===== src/scratchpad_pkg.sv =====
package scratchpad_pkg;

    localparam int NUM_BANKS     = 4;
    localparam int MAT_ROWS      = 4;
    localparam int MATS_PER_BANK = 4;
    localparam int ROW_W         = 32;
    localparam int DRAM_AW       = 16;
    localparam int OUTQ_DEPTH    = 4;
    localparam int INSTRQ_DEPTH  = 4;

    // Four 8-bit elements per row
    typedef logic [ROW_W-1:0]   row_t;
    typedef logic [DRAM_AW-1:0] dram_addr_t;
    typedef logic [1:0]         bank_sel_t;
    typedef logic [1:0]         slot_t;
    typedef logic [1:0]         row_idx_t;
    // {slot, row}
    typedef logic [3:0]         bank_addr_t;

    typedef enum logic [1:0] {
        OP_NOP   = 2'd0,
        OP_LOAD  = 2'd1,
        OP_STORE = 2'd2,
        OP_GEMM  = 2'd3
    } opcode_e;

    typedef struct packed {
        opcode_e    opcode;
        bank_sel_t  bank;
        slot_t      slot;
        logic       weight;
        dram_addr_t dram_addr;
        logic [8:0] rsvd;
    } instr_t;

    // Tag holds the DRAM row address for stores and the gemm weight flag in bit 0
    typedef struct packed {
        logic       wen;
        logic       ren;
        logic       to_gemm;
        bank_addr_t addr;
        row_t       wdata;
        dram_addr_t tag;
    } bank_cmd_t;

    typedef struct packed {
        row_t     row;
        row_idx_t row_idx;
        logic     weight;
        logic     last;
    } gemm_entry_t;

    typedef struct packed {
        row_t       row;
        dram_addr_t dram_addr;
        logic       last;
    } store_entry_t;

    // Index of the lowest set flag or 0 when none is set
    function automatic bank_sel_t lowest_bank(logic [NUM_BANKS-1:0] flags);
        bank_sel_t idx;
        idx = '0;
        for (int i = NUM_BANKS - 1; i >= 0; i--) begin
            if (flags[i]) begin
                idx = bank_sel_t'(i);
            end
        end
        return idx;
    endfunction

endpackage


===== src/bank_access_fsm.sv =====
`timescale 1ns/1ps

module bank_access_fsm import scratchpad_pkg::*; (
    input  logic       CLK,
    input  logic       nRST,
    input  bank_sel_t  bank_id,
    input  instr_t     head,
    input  logic       head_empty,
    output logic       head_release,
    output bank_cmd_t  cmd,
    input  logic       gemm_full,
    input  logic       store_full,
    output logic       load_req,
    output dram_addr_t load_addr,
    input  logic       load_ack,
    input  row_t       load_data,
    output logic       load_complete
);

    typedef enum logic [2:0] {
        IDLE,
        LOAD_REQ,
        LOAD_WAIT_LOW,
        READ_ROWS,
        DONE
    } state_e;

    state_e     state;
    state_e     next_state;
    row_idx_t   row_cnt;
    logic       served;
    logic       mine;
    logic       is_gemm;
    logic       queue_full;
    logic       last_row;
    dram_addr_t row_addr;

    assign mine       = !head_empty && (head.bank == bank_id) && (head.opcode != OP_NOP);
    assign is_gemm    = (head.opcode == OP_GEMM);
    assign queue_full = is_gemm ? gemm_full : store_full;
    assign last_row   = (row_cnt == row_idx_t'(MAT_ROWS - 1));
    assign row_addr   = head.dram_addr + dram_addr_t'(row_cnt);

    // Other banks' instructions pass straight through
    assign head_release = !mine || served;

    assign load_req  = (state == LOAD_REQ);
    assign load_addr = load_req ? row_addr : '0;

    always_comb begin
        next_state  = state;
        cmd         = '0;
        cmd.addr    = {head.slot, row_cnt};
        cmd.to_gemm = is_gemm;
        cmd.wdata   = load_data;
        cmd.tag     = is_gemm ? dram_addr_t'(head.weight) : row_addr;
        case (state)
            IDLE: begin
                if (mine) begin
                    next_state = (head.opcode == OP_LOAD) ? LOAD_REQ : READ_ROWS;
                end
            end
            LOAD_REQ: begin
                if (load_ack) begin
                    cmd.wen    = 1'b1;
                    next_state = LOAD_WAIT_LOW;
                end
            end
            LOAD_WAIT_LOW: begin
                if (!load_ack) begin
                    next_state = last_row ? DONE : LOAD_REQ;
                end
            end
            READ_ROWS: begin
                // Stall on a full output queue
                if (!queue_full) begin
                    cmd.ren = 1'b1;
                    if (last_row) begin
                        next_state = DONE;
                    end
                end
            end
            DONE: begin
                next_state = IDLE;
            end
            default: begin
                next_state = IDLE;
            end
        endcase
    end

    always_ff @(posedge CLK, negedge nRST) begin
        if (!nRST) begin
            state         <= IDLE;
            row_cnt       <= '0;
            served        <= 1'b0;
            load_complete <= 1'b0;
        end else begin
            state         <= next_state;
            served        <= (next_state == DONE);
            load_complete <= (state == LOAD_REQ) && load_ack && last_row;
            if (state == IDLE) begin
                row_cnt <= '0;
            end else if ((state == LOAD_WAIT_LOW && !load_ack) || cmd.ren) begin
                row_cnt <= row_cnt + 1'b1;
            end
        end
    end

    // Request holds until acknowledged
    assert property (@(posedge CLK) disable iff (!nRST) load_req && !load_ack |=> load_req)
        else $error("bank_access_fsm: load_req dropped before load_ack");

endmodule


===== src/dram_store_fsm.sv =====
`timescale 1ns/1ps

module dram_store_fsm import scratchpad_pkg::*; (
    input  logic                          CLK,
    input  logic                          nRST,
    input  store_entry_t [NUM_BANKS-1:0]  heads,
    input  logic [NUM_BANKS-1:0]          empties,
    output logic [NUM_BANKS-1:0]          rens,
    output logic                          store_req,
    output dram_addr_t                    store_addr,
    output row_t                          store_data,
    input  logic                          store_ack,
    output logic                          store_complete
);

    typedef enum logic [1:0] {
        IDLE,
        REQ,
        WAIT_LOW
    } state_e;

    state_e       state;
    bank_sel_t    sel;
    store_entry_t cur;
    logic         pop;

    assign cur = heads[sel];

    // Head stays put until popped, so address and data hold during req
    assign store_req  = (state == REQ) && !empties[sel];
    assign store_addr = cur.dram_addr;
    assign store_data = cur.row;

    // Pop once ack has fallen
    assign pop = (state == WAIT_LOW) && !store_ack;

    always_comb begin
        rens      = '0;
        rens[sel] = pop;
    end

    assign store_complete = pop && cur.last;

    always_ff @(posedge CLK, negedge nRST) begin
        if (!nRST) begin
            state <= IDLE;
            sel   <= '0;
        end else begin
            case (state)
                IDLE: begin
                    if (!(&empties)) begin
                        sel   <= lowest_bank(~empties);
                        state <= REQ;
                    end
                end
                REQ: begin
                    if (store_req && store_ack) begin
                        state <= WAIT_LOW;
                    end
                end
                WAIT_LOW: begin
                    if (!store_ack) begin
                        state <= cur.last ? IDLE : REQ;
                    end
                end
                default: begin
                    state <= IDLE;
                end
            endcase
        end
    end

endmodule


===== src/gemm_feed_fsm.sv =====
`timescale 1ns/1ps

module gemm_feed_fsm import scratchpad_pkg::*; (
    input  logic                          CLK,
    input  logic                          nRST,
    input  gemm_entry_t [NUM_BANKS-1:0]   heads,
    input  logic [NUM_BANKS-1:0]          empties,
    output logic [NUM_BANKS-1:0]          rens,
    input  logic                          array_space,
    output logic                          weight_enable,
    output logic                          input_enable,
    output row_t                          row_data,
    output row_idx_t                      row_sel,
    output logic                          gemm_complete
);

    typedef enum logic {
        FEED_IDLE,
        FEED_STREAM
    } state_e;

    state_e      state;
    bank_sel_t   sel;
    gemm_entry_t cur;
    logic        fire;

    assign cur  = heads[sel];
    assign fire = (state == FEED_STREAM) && array_space && !empties[sel];

    always_comb begin
        rens      = '0;
        rens[sel] = fire;
    end

    assign weight_enable = fire && cur.weight;
    assign input_enable  = fire && !cur.weight;
    assign row_data      = fire ? cur.row : '0;
    assign row_sel       = fire ? cur.row_idx : '0;
    assign gemm_complete = fire && cur.last;

    // Stay on one bank until its matrix is out
    always_ff @(posedge CLK, negedge nRST) begin
        if (!nRST) begin
            state <= FEED_IDLE;
            sel   <= '0;
        end else begin
            case (state)
                FEED_IDLE: begin
                    if (!(&empties)) begin
                        sel   <= lowest_bank(~empties);
                        state <= FEED_STREAM;
                    end
                end
                FEED_STREAM: begin
                    if (fire && cur.last) begin
                        state <= FEED_IDLE;
                    end
                end
                default: begin
                    state <= FEED_IDLE;
                end
            endcase
        end
    end

endmodule


===== src/scratchpad.sv =====
`timescale 1ns/1ps

module scratchpad import scratchpad_pkg::*; (
    input  logic       CLK,
    input  logic       nRST,
    input  logic       instr_wen,
    input  instr_t     instr,
    output logic       instr_full,
    output logic       load_req,
    output dram_addr_t load_addr,
    input  logic       load_ack,
    input  row_t       load_data,
    output logic       load_complete,
    output logic       store_req,
    output dram_addr_t store_addr,
    output row_t       store_data,
    input  logic       store_ack,
    output logic       store_complete,
    input  logic       array_space,
    output logic       weight_enable,
    output logic       input_enable,
    output row_t       row_data,
    output row_idx_t   row_sel,
    output logic       gemm_complete
);

    instr_t                        head;
    logic                          head_empty;
    logic                          head_pop;
    logic [NUM_BANKS-1:0]          releases;
    logic [NUM_BANKS-1:0]          load_reqs;
    logic [NUM_BANKS-1:0]          load_completes;
    dram_addr_t [NUM_BANKS-1:0]    load_addrs;
    bank_cmd_t [NUM_BANKS-1:0]     cmds;
    gemm_entry_t [NUM_BANKS-1:0]   gemm_heads;
    store_entry_t [NUM_BANKS-1:0]  store_heads;
    logic [NUM_BANKS-1:0]          gemm_rens;
    logic [NUM_BANKS-1:0]          store_rens;
    logic [NUM_BANKS-1:0]          gemm_empties;
    logic [NUM_BANKS-1:0]          store_empties;
    logic [NUM_BANKS-1:0]          gemm_fulls;
    logic [NUM_BANKS-1:0]          store_fulls;

    sync_fifo #(.DEPTH(INSTRQ_DEPTH), .T(instr_t)) instr_q (
        .CLK(CLK), .nRST(nRST),
        .wen(instr_wen), .ren(head_pop), .wdata(instr), .rdata(head),
        .full(instr_full), .empty(head_empty)
    );

    // Head leaves only when every controller is done with it
    assign head_pop = (&releases) && !head_empty;

    // Only one controller loads at a time
    assign load_req      = |load_reqs;
    assign load_addr     = load_addrs[lowest_bank(load_reqs)];
    assign load_complete = |load_completes;

    for (genvar g = 0; g < NUM_BANKS; g++) begin : g_bank
        scratchpad_bank bank (
            .CLK(CLK), .nRST(nRST),
            .cmd(cmds[g]),
            .gemm_ren(gemm_rens[g]), .store_ren(store_rens[g]),
            .gemm_head(gemm_heads[g]), .store_head(store_heads[g]),
            .gemm_empty(gemm_empties[g]), .store_empty(store_empties[g]),
            .gemm_full(gemm_fulls[g]), .store_full(store_fulls[g])
        );

        bank_access_fsm ctrl (
            .CLK(CLK), .nRST(nRST),
            .bank_id(bank_sel_t'(g)),
            .head(head), .head_empty(head_empty), .head_release(releases[g]),
            .cmd(cmds[g]),
            .gemm_full(gemm_fulls[g]), .store_full(store_fulls[g]),
            .load_req(load_reqs[g]), .load_addr(load_addrs[g]),
            .load_ack(load_ack), .load_data(load_data),
            .load_complete(load_completes[g])
        );
    end

    gemm_feed_fsm gemm_feed (
        .CLK(CLK), .nRST(nRST),
        .heads(gemm_heads), .empties(gemm_empties), .rens(gemm_rens),
        .array_space(array_space),
        .weight_enable(weight_enable), .input_enable(input_enable),
        .row_data(row_data), .row_sel(row_sel), .gemm_complete(gemm_complete)
    );

    dram_store_fsm dram_store (
        .CLK(CLK), .nRST(nRST),
        .heads(store_heads), .empties(store_empties), .rens(store_rens),
        .store_req(store_req), .store_addr(store_addr), .store_data(store_data),
        .store_ack(store_ack), .store_complete(store_complete)
    );

endmodule


===== src/scratchpad_bank.sv =====
`timescale 1ns/1ps

module scratchpad_bank import scratchpad_pkg::*; (
    input  logic         CLK,
    input  logic         nRST,
    input  bank_cmd_t    cmd,
    input  logic         gemm_ren,
    input  logic         store_ren,
    output gemm_entry_t  gemm_head,
    output store_entry_t store_head,
    output logic         gemm_empty,
    output logic         store_empty,
    output logic         gemm_full,
    output logic         store_full
);

    row_t mem [MATS_PER_BANK*MAT_ROWS];

    row_t         rd_row;
    dram_addr_t   rd_tag;
    row_idx_t     rd_idx;
    logic         rd_gemm;
    logic         rd_valid;
    logic         rd_last;
    logic         gemm_push;
    logic         store_push;
    logic         gemm_q_full;
    logic         store_q_full;
    gemm_entry_t  gemm_in;
    store_entry_t store_in;

    always_ff @(posedge CLK) begin
        if (cmd.wen) begin
            mem[cmd.addr] <= cmd.wdata;
        end
        if (cmd.ren) begin
            rd_row  <= mem[cmd.addr];
            rd_tag  <= cmd.tag;
            rd_idx  <= row_idx_t'(cmd.addr);
            rd_gemm <= cmd.to_gemm;
        end
    end

    always_ff @(posedge CLK, negedge nRST) begin
        if (!nRST) begin
            rd_valid <= 1'b0;
        end else begin
            rd_valid <= cmd.ren;
        end
    end

    assign rd_last    = (rd_idx == row_idx_t'(MAT_ROWS - 1));
    assign gemm_push  = rd_valid && rd_gemm;
    assign store_push = rd_valid && !rd_gemm;

    assign gemm_in.row     = rd_row;
    assign gemm_in.row_idx = rd_idx;
    assign gemm_in.weight  = rd_tag[0];
    assign gemm_in.last    = rd_last;

    assign store_in.row       = rd_row;
    assign store_in.dram_addr = rd_tag;
    assign store_in.last      = rd_last;

    // Count the read in flight as occupied space
    assign gemm_full  = gemm_q_full || gemm_push;
    assign store_full = store_q_full || store_push;

    sync_fifo #(.DEPTH(OUTQ_DEPTH), .T(gemm_entry_t)) gemm_q (
        .CLK(CLK), .nRST(nRST),
        .wen(gemm_push), .ren(gemm_ren), .wdata(gemm_in), .rdata(gemm_head),
        .full(gemm_q_full), .empty(gemm_empty)
    );

    sync_fifo #(.DEPTH(OUTQ_DEPTH), .T(store_entry_t)) store_q (
        .CLK(CLK), .nRST(nRST),
        .wen(store_push), .ren(store_ren), .wdata(store_in), .rdata(store_head),
        .full(store_q_full), .empty(store_empty)
    );

    assert property (@(posedge CLK) disable iff (!nRST)
        cmd.ren |-> !(cmd.to_gemm ? gemm_full : store_full))
        else $error("scratchpad_bank: read issued to a full queue");

endmodule


===== src/sync_fifo.sv =====
`timescale 1ns/1ps

module sync_fifo #(
    parameter int  DEPTH = 4,
    parameter type T     = logic
) (
    input  logic CLK,
    input  logic nRST,
    input  logic wen,
    input  logic ren,
    input  T     wdata,
    output T     rdata,
    output logic full,
    output logic empty
);

    T mem [DEPTH];
    logic [$clog2(DEPTH)-1:0]   wptr;
    logic [$clog2(DEPTH)-1:0]   rptr;
    logic [$clog2(DEPTH+1)-1:0] count;
    logic do_wr;
    logic do_rd;

    assign do_wr = wen && !full;
    assign do_rd = ren && !empty;
    assign full  = (count == DEPTH);
    assign empty = (count == '0);

    // Head is visible without a read strobe
    assign rdata = mem[rptr];

    always_ff @(posedge CLK) begin
        if (do_wr) begin
            mem[wptr] <= wdata;
        end
    end

    always_ff @(posedge CLK, negedge nRST) begin
        if (!nRST) begin
            wptr  <= '0;
            rptr  <= '0;
            count <= '0;
        end else begin
            if (do_wr) begin
                wptr <= (wptr == DEPTH - 1) ? '0 : wptr + 1'b1;
            end
            if (do_rd) begin
                rptr <= (rptr == DEPTH - 1) ? '0 : rptr + 1'b1;
            end
            if (do_wr && !do_rd) begin
                count <= count + 1'b1;
            end else if (do_rd && !do_wr) begin
                count <= count - 1'b1;
            end
        end
    end

    assert property (@(posedge CLK) disable iff (!nRST) !(wen && full) && !(ren && empty))
        else $error("sync_fifo: write while full or read while empty");

endmodule

===== config.mk =====
export PLATFORM = sky130hd
export DESIGN_NAME = scratchpad
export DESIGN_NICKNAME = d
export VERILOG_FILES = /design/src/scratchpad_pkg.sv /design/src/bank_access_fsm.sv /design/src/dram_store_fsm.sv /design/src/gemm_feed_fsm.sv /design/src/scratchpad.sv /design/src/scratchpad_bank.sv /design/src/sync_fifo.sv
export SDC_FILE = /design/constraint.sdc
export NUM_CORES = 2
export LEC_CHECK = 0
export ABC_AREA = 1
export BUFFER_PORTS_ARGS = -buffer_cell sky130_fd_sc_hd__buf_2
export CAP_MARGIN = 20
export CELL_PAD_IN_SITES_DETAIL_PLACEMENT = 2
export CELL_PAD_IN_SITES_GLOBAL_PLACEMENT = 2
export CORE_MARGIN = 3
export CORE_UTILIZATION = 25
export CTS_CLUSTER_DIAMETER = 200
export DETAILED_ROUTE_END_ITERATION = 6
export GPL_TIMING_DRIVEN = 0
export MAX_ROUTING_LAYER = met4
export PLACE_DENSITY_LB_ADDON = 0.1
export SYNTH_ARGS = -nofsm -noshare
export SYNTH_HDL_FRONTEND = slang
export SYNTH_SLANG_ARGS = --single-unit

===== constraint.sdc =====
create_clock -name CLK -period 5.7 [get_ports CLK]
set_input_delay 0.855 -clock CLK [delete_from_list [all_inputs] [get_ports CLK]]
set_output_delay 0.855 -clock CLK [all_outputs]
set_load 0.01 [all_outputs]

# After elaboration in Yosys (flattened, before gate mapping)
# Memories as Yosys holds them, arrays and structs flattened. A register that Yosys moved wholly into a read port is not among the register bits.
# Cells that the tools add are included.
# word_totals
regBits,178
out_inout_bits,106
n_memories,13
mem_bits_rw,3536
# mem_list
name,words,width,read_ports,rd_clocked_by_memory_dff,write_ports,line_no,source
g_bank[0].bank.mem,16,32,1,1,1,scratchpad_bank.sv:17,row_t mem [MATS_PER_BANK*MAT_ROWS];
g_bank[1].bank.mem,16,32,1,1,1,scratchpad_bank.sv:17,
g_bank[2].bank.mem,16,32,1,1,1,scratchpad_bank.sv:17,
g_bank[3].bank.mem,16,32,1,1,1,scratchpad_bank.sv:17,
g_bank[0].bank.store_q.mem,4,49,1,0,1,sync_fifo.sv:17,T mem [DEPTH];
g_bank[1].bank.store_q.mem,4,49,1,0,1,sync_fifo.sv:17,
+7 memories,--,--,--,--,--,--,
# classes
muxes,160
addsub,44
n_reduce_logical,178
magnitude_cmp,5
bitwise,7
n_eq_ne,61
# op_table
op,count
3-bit two-way mux,42
49-bit binary-select mux with 2-bit select,1
2-bit two-way mux,43
16-bit two-way mux,5
1-bit logical AND,76
36-bit binary-select mux with 2-bit select,1
16-bit by 2-bit adder with 16-bit output,4
"2-bit equality test, second input constant",30
1-bit two-way mux,54
1-bit logical NOT,49
49-bit two-way mux,1
3-bit one-hot mux with 4 select lines,4
"2-bit by 1-bit adder with 2-bit output, second input constant",22
"3-bit equality test, second input constant",13
3-bit logical NOT,13
36-bit two-way mux,1
16-bit binary-select mux with 2-bit select,1
32-bit two-way mux,1
2-bit nonzero test,14
"3-bit by 1-bit adder with 3-bit output, second input constant",9
"3-bit by 1-bit subtractor with 3-bit output, second input constant",9
"3-bit by 2-bit equality test with 1-bit output, second input constant",8
1-bit logical OR,16
"3-bit by 1-bit equality test with 1-bit output, second input constant",4
16 further kinds,34

# Logic depth before layout (Yosys ltp)
# logic_depth
depth_word,12
mapped_depth,19
mapped_depth_nobuf,18

# By module
# Synthesis repeated with hierarchy kept, for this count alone.
# unflattened
hier_cells,15065
area_unflattened_um2,166114.3
# by_module_without_submodules
module,cells_each,area_each_um2,instances,seq_area_each_um2
scratchpad_bank,2141,23164.7,4,16931.2
sync_fifo (g_bank[0].bank.store_q ...),633,8536.9,4,6060.8
sync_fifo (g_bank[0].bank.gemm_q ...),480,6202.2,4,4499.3
sync_fifo (instr_q),434,5494.0,1,4018.9
bank_access_fsm (g_bank[0].ctrl ...),210,1283.7,2,175.2
bank_access_fsm (g_bank[2].ctrl ...),211,1277.5,2,175.2
dram_store_fsm,285,1641.6,1,100.1
gemm_feed_fsm,283,1298.7,1,75.1
scratchpad,205,942.2,1,0.0

# Worst setup path before layout
# Ideal clock, no wire load.
# synth_path
path_kind,register -> output
start,reg instr_q.rptr[0]
end,out load_addr[10]
t_arrival_ps,2727
required_time_ps,4845
path_buffers,2
slack_ps,2118
stages_incl_launch_ff,17
path_cell_list,dfrtp_1 -> inv_2 -> buf_2 -> buf_2 -> nand2_1 -> a32oi_1 -> inv_1 -> fa_1 -> inv_1 -> nand2_2 -> nor2_2 -> nand2_1 -> nand2_1 -> nand3_1 -> nand2_1 -> nand2_1 -> nand2_1
# synth_between
elab_chain_len,5
word_cells_on_any_way,11
classes_between,add/sub (4); mux (6); memory (1)
# synth_rtl
element,line_no,source
from (decl),sync_fifo.sv:19,logic [$clog2(DEPTH)-1:0] rptr;
from (signal assigned),sync_fifo.sv:48,rptr <= (rptr == DEPTH - 1) ? '0 : rptr + 1'b1;
memory read 4 x 32 bit *,--,
16-bit by 2-bit adder with 16-bit output,bank_access_fsm.sv:42,assign row_addr = head.dram_addr + dram_addr_t'(row_cnt);
16-bit two-way mux,bank_access_fsm.sv:48,assign load_addr = load_req ? row_addr : '0;
16-bit binary-select mux with 2-bit select *,scratchpad.sv:55,assign load_addr = load_addrs[lowest_bank(load_reqs)];
16-bit two-way mux (implied by the code) *,scratchpad.sv:55,
to (decl),scratchpad.sv:10,"output dram_addr_t load_addr,"
# Mark *: on every way between the ends. The rest lies on a longest branch, timed or not. The select of a mux whose other input is x is not followed.

# Worst setup path after layout
# layout_path
start,reg g_bank[1].bank.gemm_q.rptr[0]
end,out row_data[7]
# layout_between
elab_chain_len,4
# layout_rtl
element,line_no,source
from (decl),sync_fifo.sv:19,
from (signal assigned),sync_fifo.sv:48,
memory read 4 x 36 bit,--,
36-bit binary-select mux with 2-bit select,gemm_feed_fsm.sv:27,assign cur = heads[sel];
36-bit two-way mux (implied by the code),gemm_feed_fsm.sv:27,
32-bit two-way mux,gemm_feed_fsm.sv:37,assign row_data = fire ? cur.row : '0;
to (decl),scratchpad.sv:22,"output row_t row_data,"
# No other way between the ends. The select of a mux whose other input is x is not followed.

==> flow_summary.toml <==
[placement]
gp_congestion = 0.833
port_buffers = 166
place_inst = 19300
dpl.hpwl_um = 482000

[power]
p_leak_nw = 57.6
p_sw_share_pct = 42.0
irDropWorstVdd_uv = 309
power.share.clock_pct = 28.7
switchingPower_mw = 41.8
power_density_nw_per_um2 = 555
total_power_mw = 99.5
pwr-share-seq_pct = 36.3
pwr-share-comb_pct = 35.0
internal_power_mw = 57.7

[timing]
setup_violations = 0
min_period_ps = 5530
final_max_slew_viol_count = 0
finalCritPeriodShare_pct = 97.1
fin_hold_ws_ps = 166
fmax_ghz = 0.181
slew_headroom_pct = 10.5
worstMarginPinSlew_ps = 1340
finalHoldViolations = 0
skew_ps = 68.1

[cells_and_area]
area_growth_pct = 20.6
nets = 12100
drive_gt1_share_pct = 11.0
final_cell_count_no_fill = 20200
final_util_pct = 30.3

[logic_synthesis]
ys_types = 45
synth.largest_area_cell = "edfxtp_1"
syn_inst = 11100
synth_edf_count = 3704
ys_seq_area_share_pct = 76.5
syn_nets = 11300
yosys_most_used_dff = "edfxtp_1"
syn-cell-area_sq_um = 149000
ys_seq_elements = 3806
netlist.area_leader.share_pct = 74.8
synthTopCellsByArea = "edfxtp_1 (75%), o21ai_0 (5.9%), nor2_1 (5.0%), o22ai_1 (3.0%), nand2_1 (2.3%)"
syn_avg_cell_area_sq_um = 13.4
ys_warn_count = 0
synthArstFlopShare_pct = 2.68

[die]
design.die.area_sq_um = 604000
rows = 282
dieWidth_um = 777
fp.dieH_um = 777
start_util_pct = 25.1
ioPinCount = 176
core_sq_um = 591000

[min_path]
holdPathStages = 3
min-delay-start = "store_ack"
hold_class = "input port to flip-flop"
hold_end = "dram_store.state[1]"

[drt]
vias_per_cell = 4.89
drt_iter0_markers = 7665
drt-wirelength-per-cell_um = 32.6
drc_errors = 0
dr.pass1.iters = 5
routed_wl_um = 657000
ant_nets = 0
vias = 98600

[worst_setup_path]
worstReg2RegStart = "g_bank[2].ctrl.row_cnt[0]"
r2r_end = "g_bank[2].bank.mem[0][8]"
cp.required_ps = 4850
setup.worst_path.start_class = "flip-flop"
critical_path_class = "flip-flop to primary output"
cp_max_fo = 10
r2r_cells = 8
worstSetupEndpointType = "primary output"
rrSetupSlack_ps = 280
arrival_ps = 4680

[flow_run]
maxCapViolCount = 0

[clock_tree]
cts_buffers = 448
clkSinkCount = 3806
clkTransAtPathRegs_ps = 60
tritoncts = "built"
htreeDepth = 5
ctsLongestPathBuffers = 4
clk_latency_ps = 1030
cts_root_buf = "clkbuf_16"

[global_route]
grt_first_pass_wirelength_um = 896000
grtUsageTotal_pct = 21.8
grt_overflow_total = 0
antenna_found_initial = 105
grt_max_degree = 59
grt_pass1_vias = 106000

[run_status]
status = "finished, final reports clean"
## layer usage
metal | part of all wire, % | routed length [um] | global-route usage, %
met1 | 44 | 292000 | 28.3
met2 | 49 | 323000 | 36.7
met3 | 3.4 | 22000 | 1.87
met4 | 3.0 | 19500 | 5.75
met5 | 0 | 0 | -
## cells in the final DEF, fill, tap and decap left out, types with 10 or more instances in the layout
cell           count
edfxtp_1        3704
nor2_1          1860
o21ai_0         1761
nand2_1          906
o22ai_1          720
clkbuf_1         658
clkbuf_16        450
nand3_1          393
inv_1            216
buf_2            206
nand4_1          183
nor2_4           110
clkinv_1         109
dfrtp_1           98
clkinv_2          90
buf_12            90
ha_1              78
o221a_2           68
buf_16            68
o221ai_1          66
diode_2           63
buf_1             56
buf_4             44
bufinv_16         43
xor2_1            25
dlygate4sd3_1     24
a21oi_1           23
nor4_2            20
nor3_1            17
nor2_2            15
xnor2_1           15
nor4_4            13
nand2_2           13
fa_1              13
inv_2             12
clkbuf_2          11
buf_6             10
## power groups by stage
stage	logic (mW)	registers (mW)	clock network, mW
final	34.8	36.1	28.6
after CTS	35.7	36.1	29.4
after detailed placement	35.3	36.7	0
after global routing	37.1	36.3	30.4
after floorplan	14.5	35.4	0
after global placement	33.7	36.7	0
## worst max-delay path, cell delays in order (launching register included)
cell and delay, ps:
dfrtp_1 410, clkbuf_1 280, clkinv_1 290, clkbuf_1 500, o21ai_0 190, o221ai_1 520
nand2_1 430, nor4_2 760, buf_2 290
## metrics by stage
stage | cell area (sq um) | TNS (ps) | setup WS, ps
floorplan | 149000 | 0 | 2120
global placement | 159000 | -3104870 | -2310
detailed placement | 164000 | 0 | 205
CTS | 179000 | 0 | 1.53
global route | 179000 | -0.416 | -0.416
finish | 179000 | 0 | 167
## cell type report
type                    instances  area, sq um
clock inverters               267         2700
diodes                         63          158
fillers                     61600       412000
flip-flops and latches       3806       114000
repair buffers                371         5070
multi-input cells            6360        32500
inverters                     241          915
well taps                    7810         9770
plain buffers                 697         2760
clock buffers                 561        11700
## cell usage after synthesis (2+ instances only)
cell type,instances
a21oi_1,24
a221oi_1,2
a32oi_2,2
buf_1,57
buf_2,73
buf_4,4
clkbuf_1,564
clkinv_1,9
dfrtp_1,102
edfxtp_1,3704
fa_1,13
ha_1,78
inv_1,220
inv_2,12
mux2_2,7
nand2_1,907
nand2_2,12
nand3_1,393
nand3_2,2
nand3b_1,2
nand4_1,183
nor2_1,1962
nor2_2,15
nor2_4,8
nor3_1,19
nor3b_1,8
nor4_1,34
o21ai_0,1763
o21ai_1,7
o221a_2,68
o221ai_1,74
o22ai_1,721
o31ai_1,2
or2_2,5
xnor2_1,15
xor2_1,26
## repair_timing
item,4_1_cts,5_1_grt
pin swaps,2,0
hold buffers,24,0
endpoints found under the setup margin,44,11
setup buffers,2,0
hold endpoints to repair,136,0
resized for setup,65,5
## state kept, by name, summed over array words and instances, names as in the netlist, 3 cells and up
| signal | cells |
|---|---|
| g_bank.bank.gemm_q.count | 12 |
| g_bank.bank.gemm_q.mem | 576 |
| g_bank.bank.gemm_q.rptr | 8 |
| g_bank.bank.gemm_q.wptr | 8 |
| g_bank.bank.mem | 2048 |
| g_bank.bank.rd_gemm | 4 |
| g_bank.bank.rd_idx | 8 |
| g_bank.bank.rd_row | 128 |
| g_bank.bank.rd_tag | 64 |
| g_bank.bank.rd_valid | 4 |
| g_bank.bank.store_q.count | 12 |
| g_bank.bank.store_q.mem | 784 |
| g_bank.bank.store_q.rptr | 8 |
| g_bank.bank.store_q.wptr | 8 |
| g_bank.ctrl.load_complete | 4 |
| g_bank.ctrl.row_cnt | 8 |
| g_bank.ctrl.served | 4 |
| g_bank.ctrl.state | 12 |
| instr_q.count | 3 |
| instr_q.mem | 92 |
## worst max-delay path by stage
stage / endpoint / start / cells past startpoint
3_5_place_dp: g_bank[2].bank.mem[0][14] / g_bank[2].ctrl.row_cnt[0] / 8
6_report: row_data[7] / g_bank[1].bank.gemm_q.rptr[0] / 8
4_1_cts: store_addr[7] / g_bank[1].bank.store_q.rptr[0] / 9
3_3_place_gp: g_bank[2].bank.mem[12][11] / g_bank[2].ctrl.row_cnt[0] / 7
5_1_grt: load_addr[7] / instr_q.rptr[1] / 17
2_1_floorplan: load_addr[10] / instr_q.rptr[0] / 16
## kinds of logic after synthesis
group,after synthesis,share of synthesized area [%]
DFF,3806,76.5
buffers and inverters,940,2.45
AOI/OAI and AO/OA,2669,10.1
muxes,7,0.0530
xor gates and xnor gates,41,0.241
and+or+nand+nor,3552,9.81
adders and majority gates,91,0.831
(Power assumes the default switching activity.)
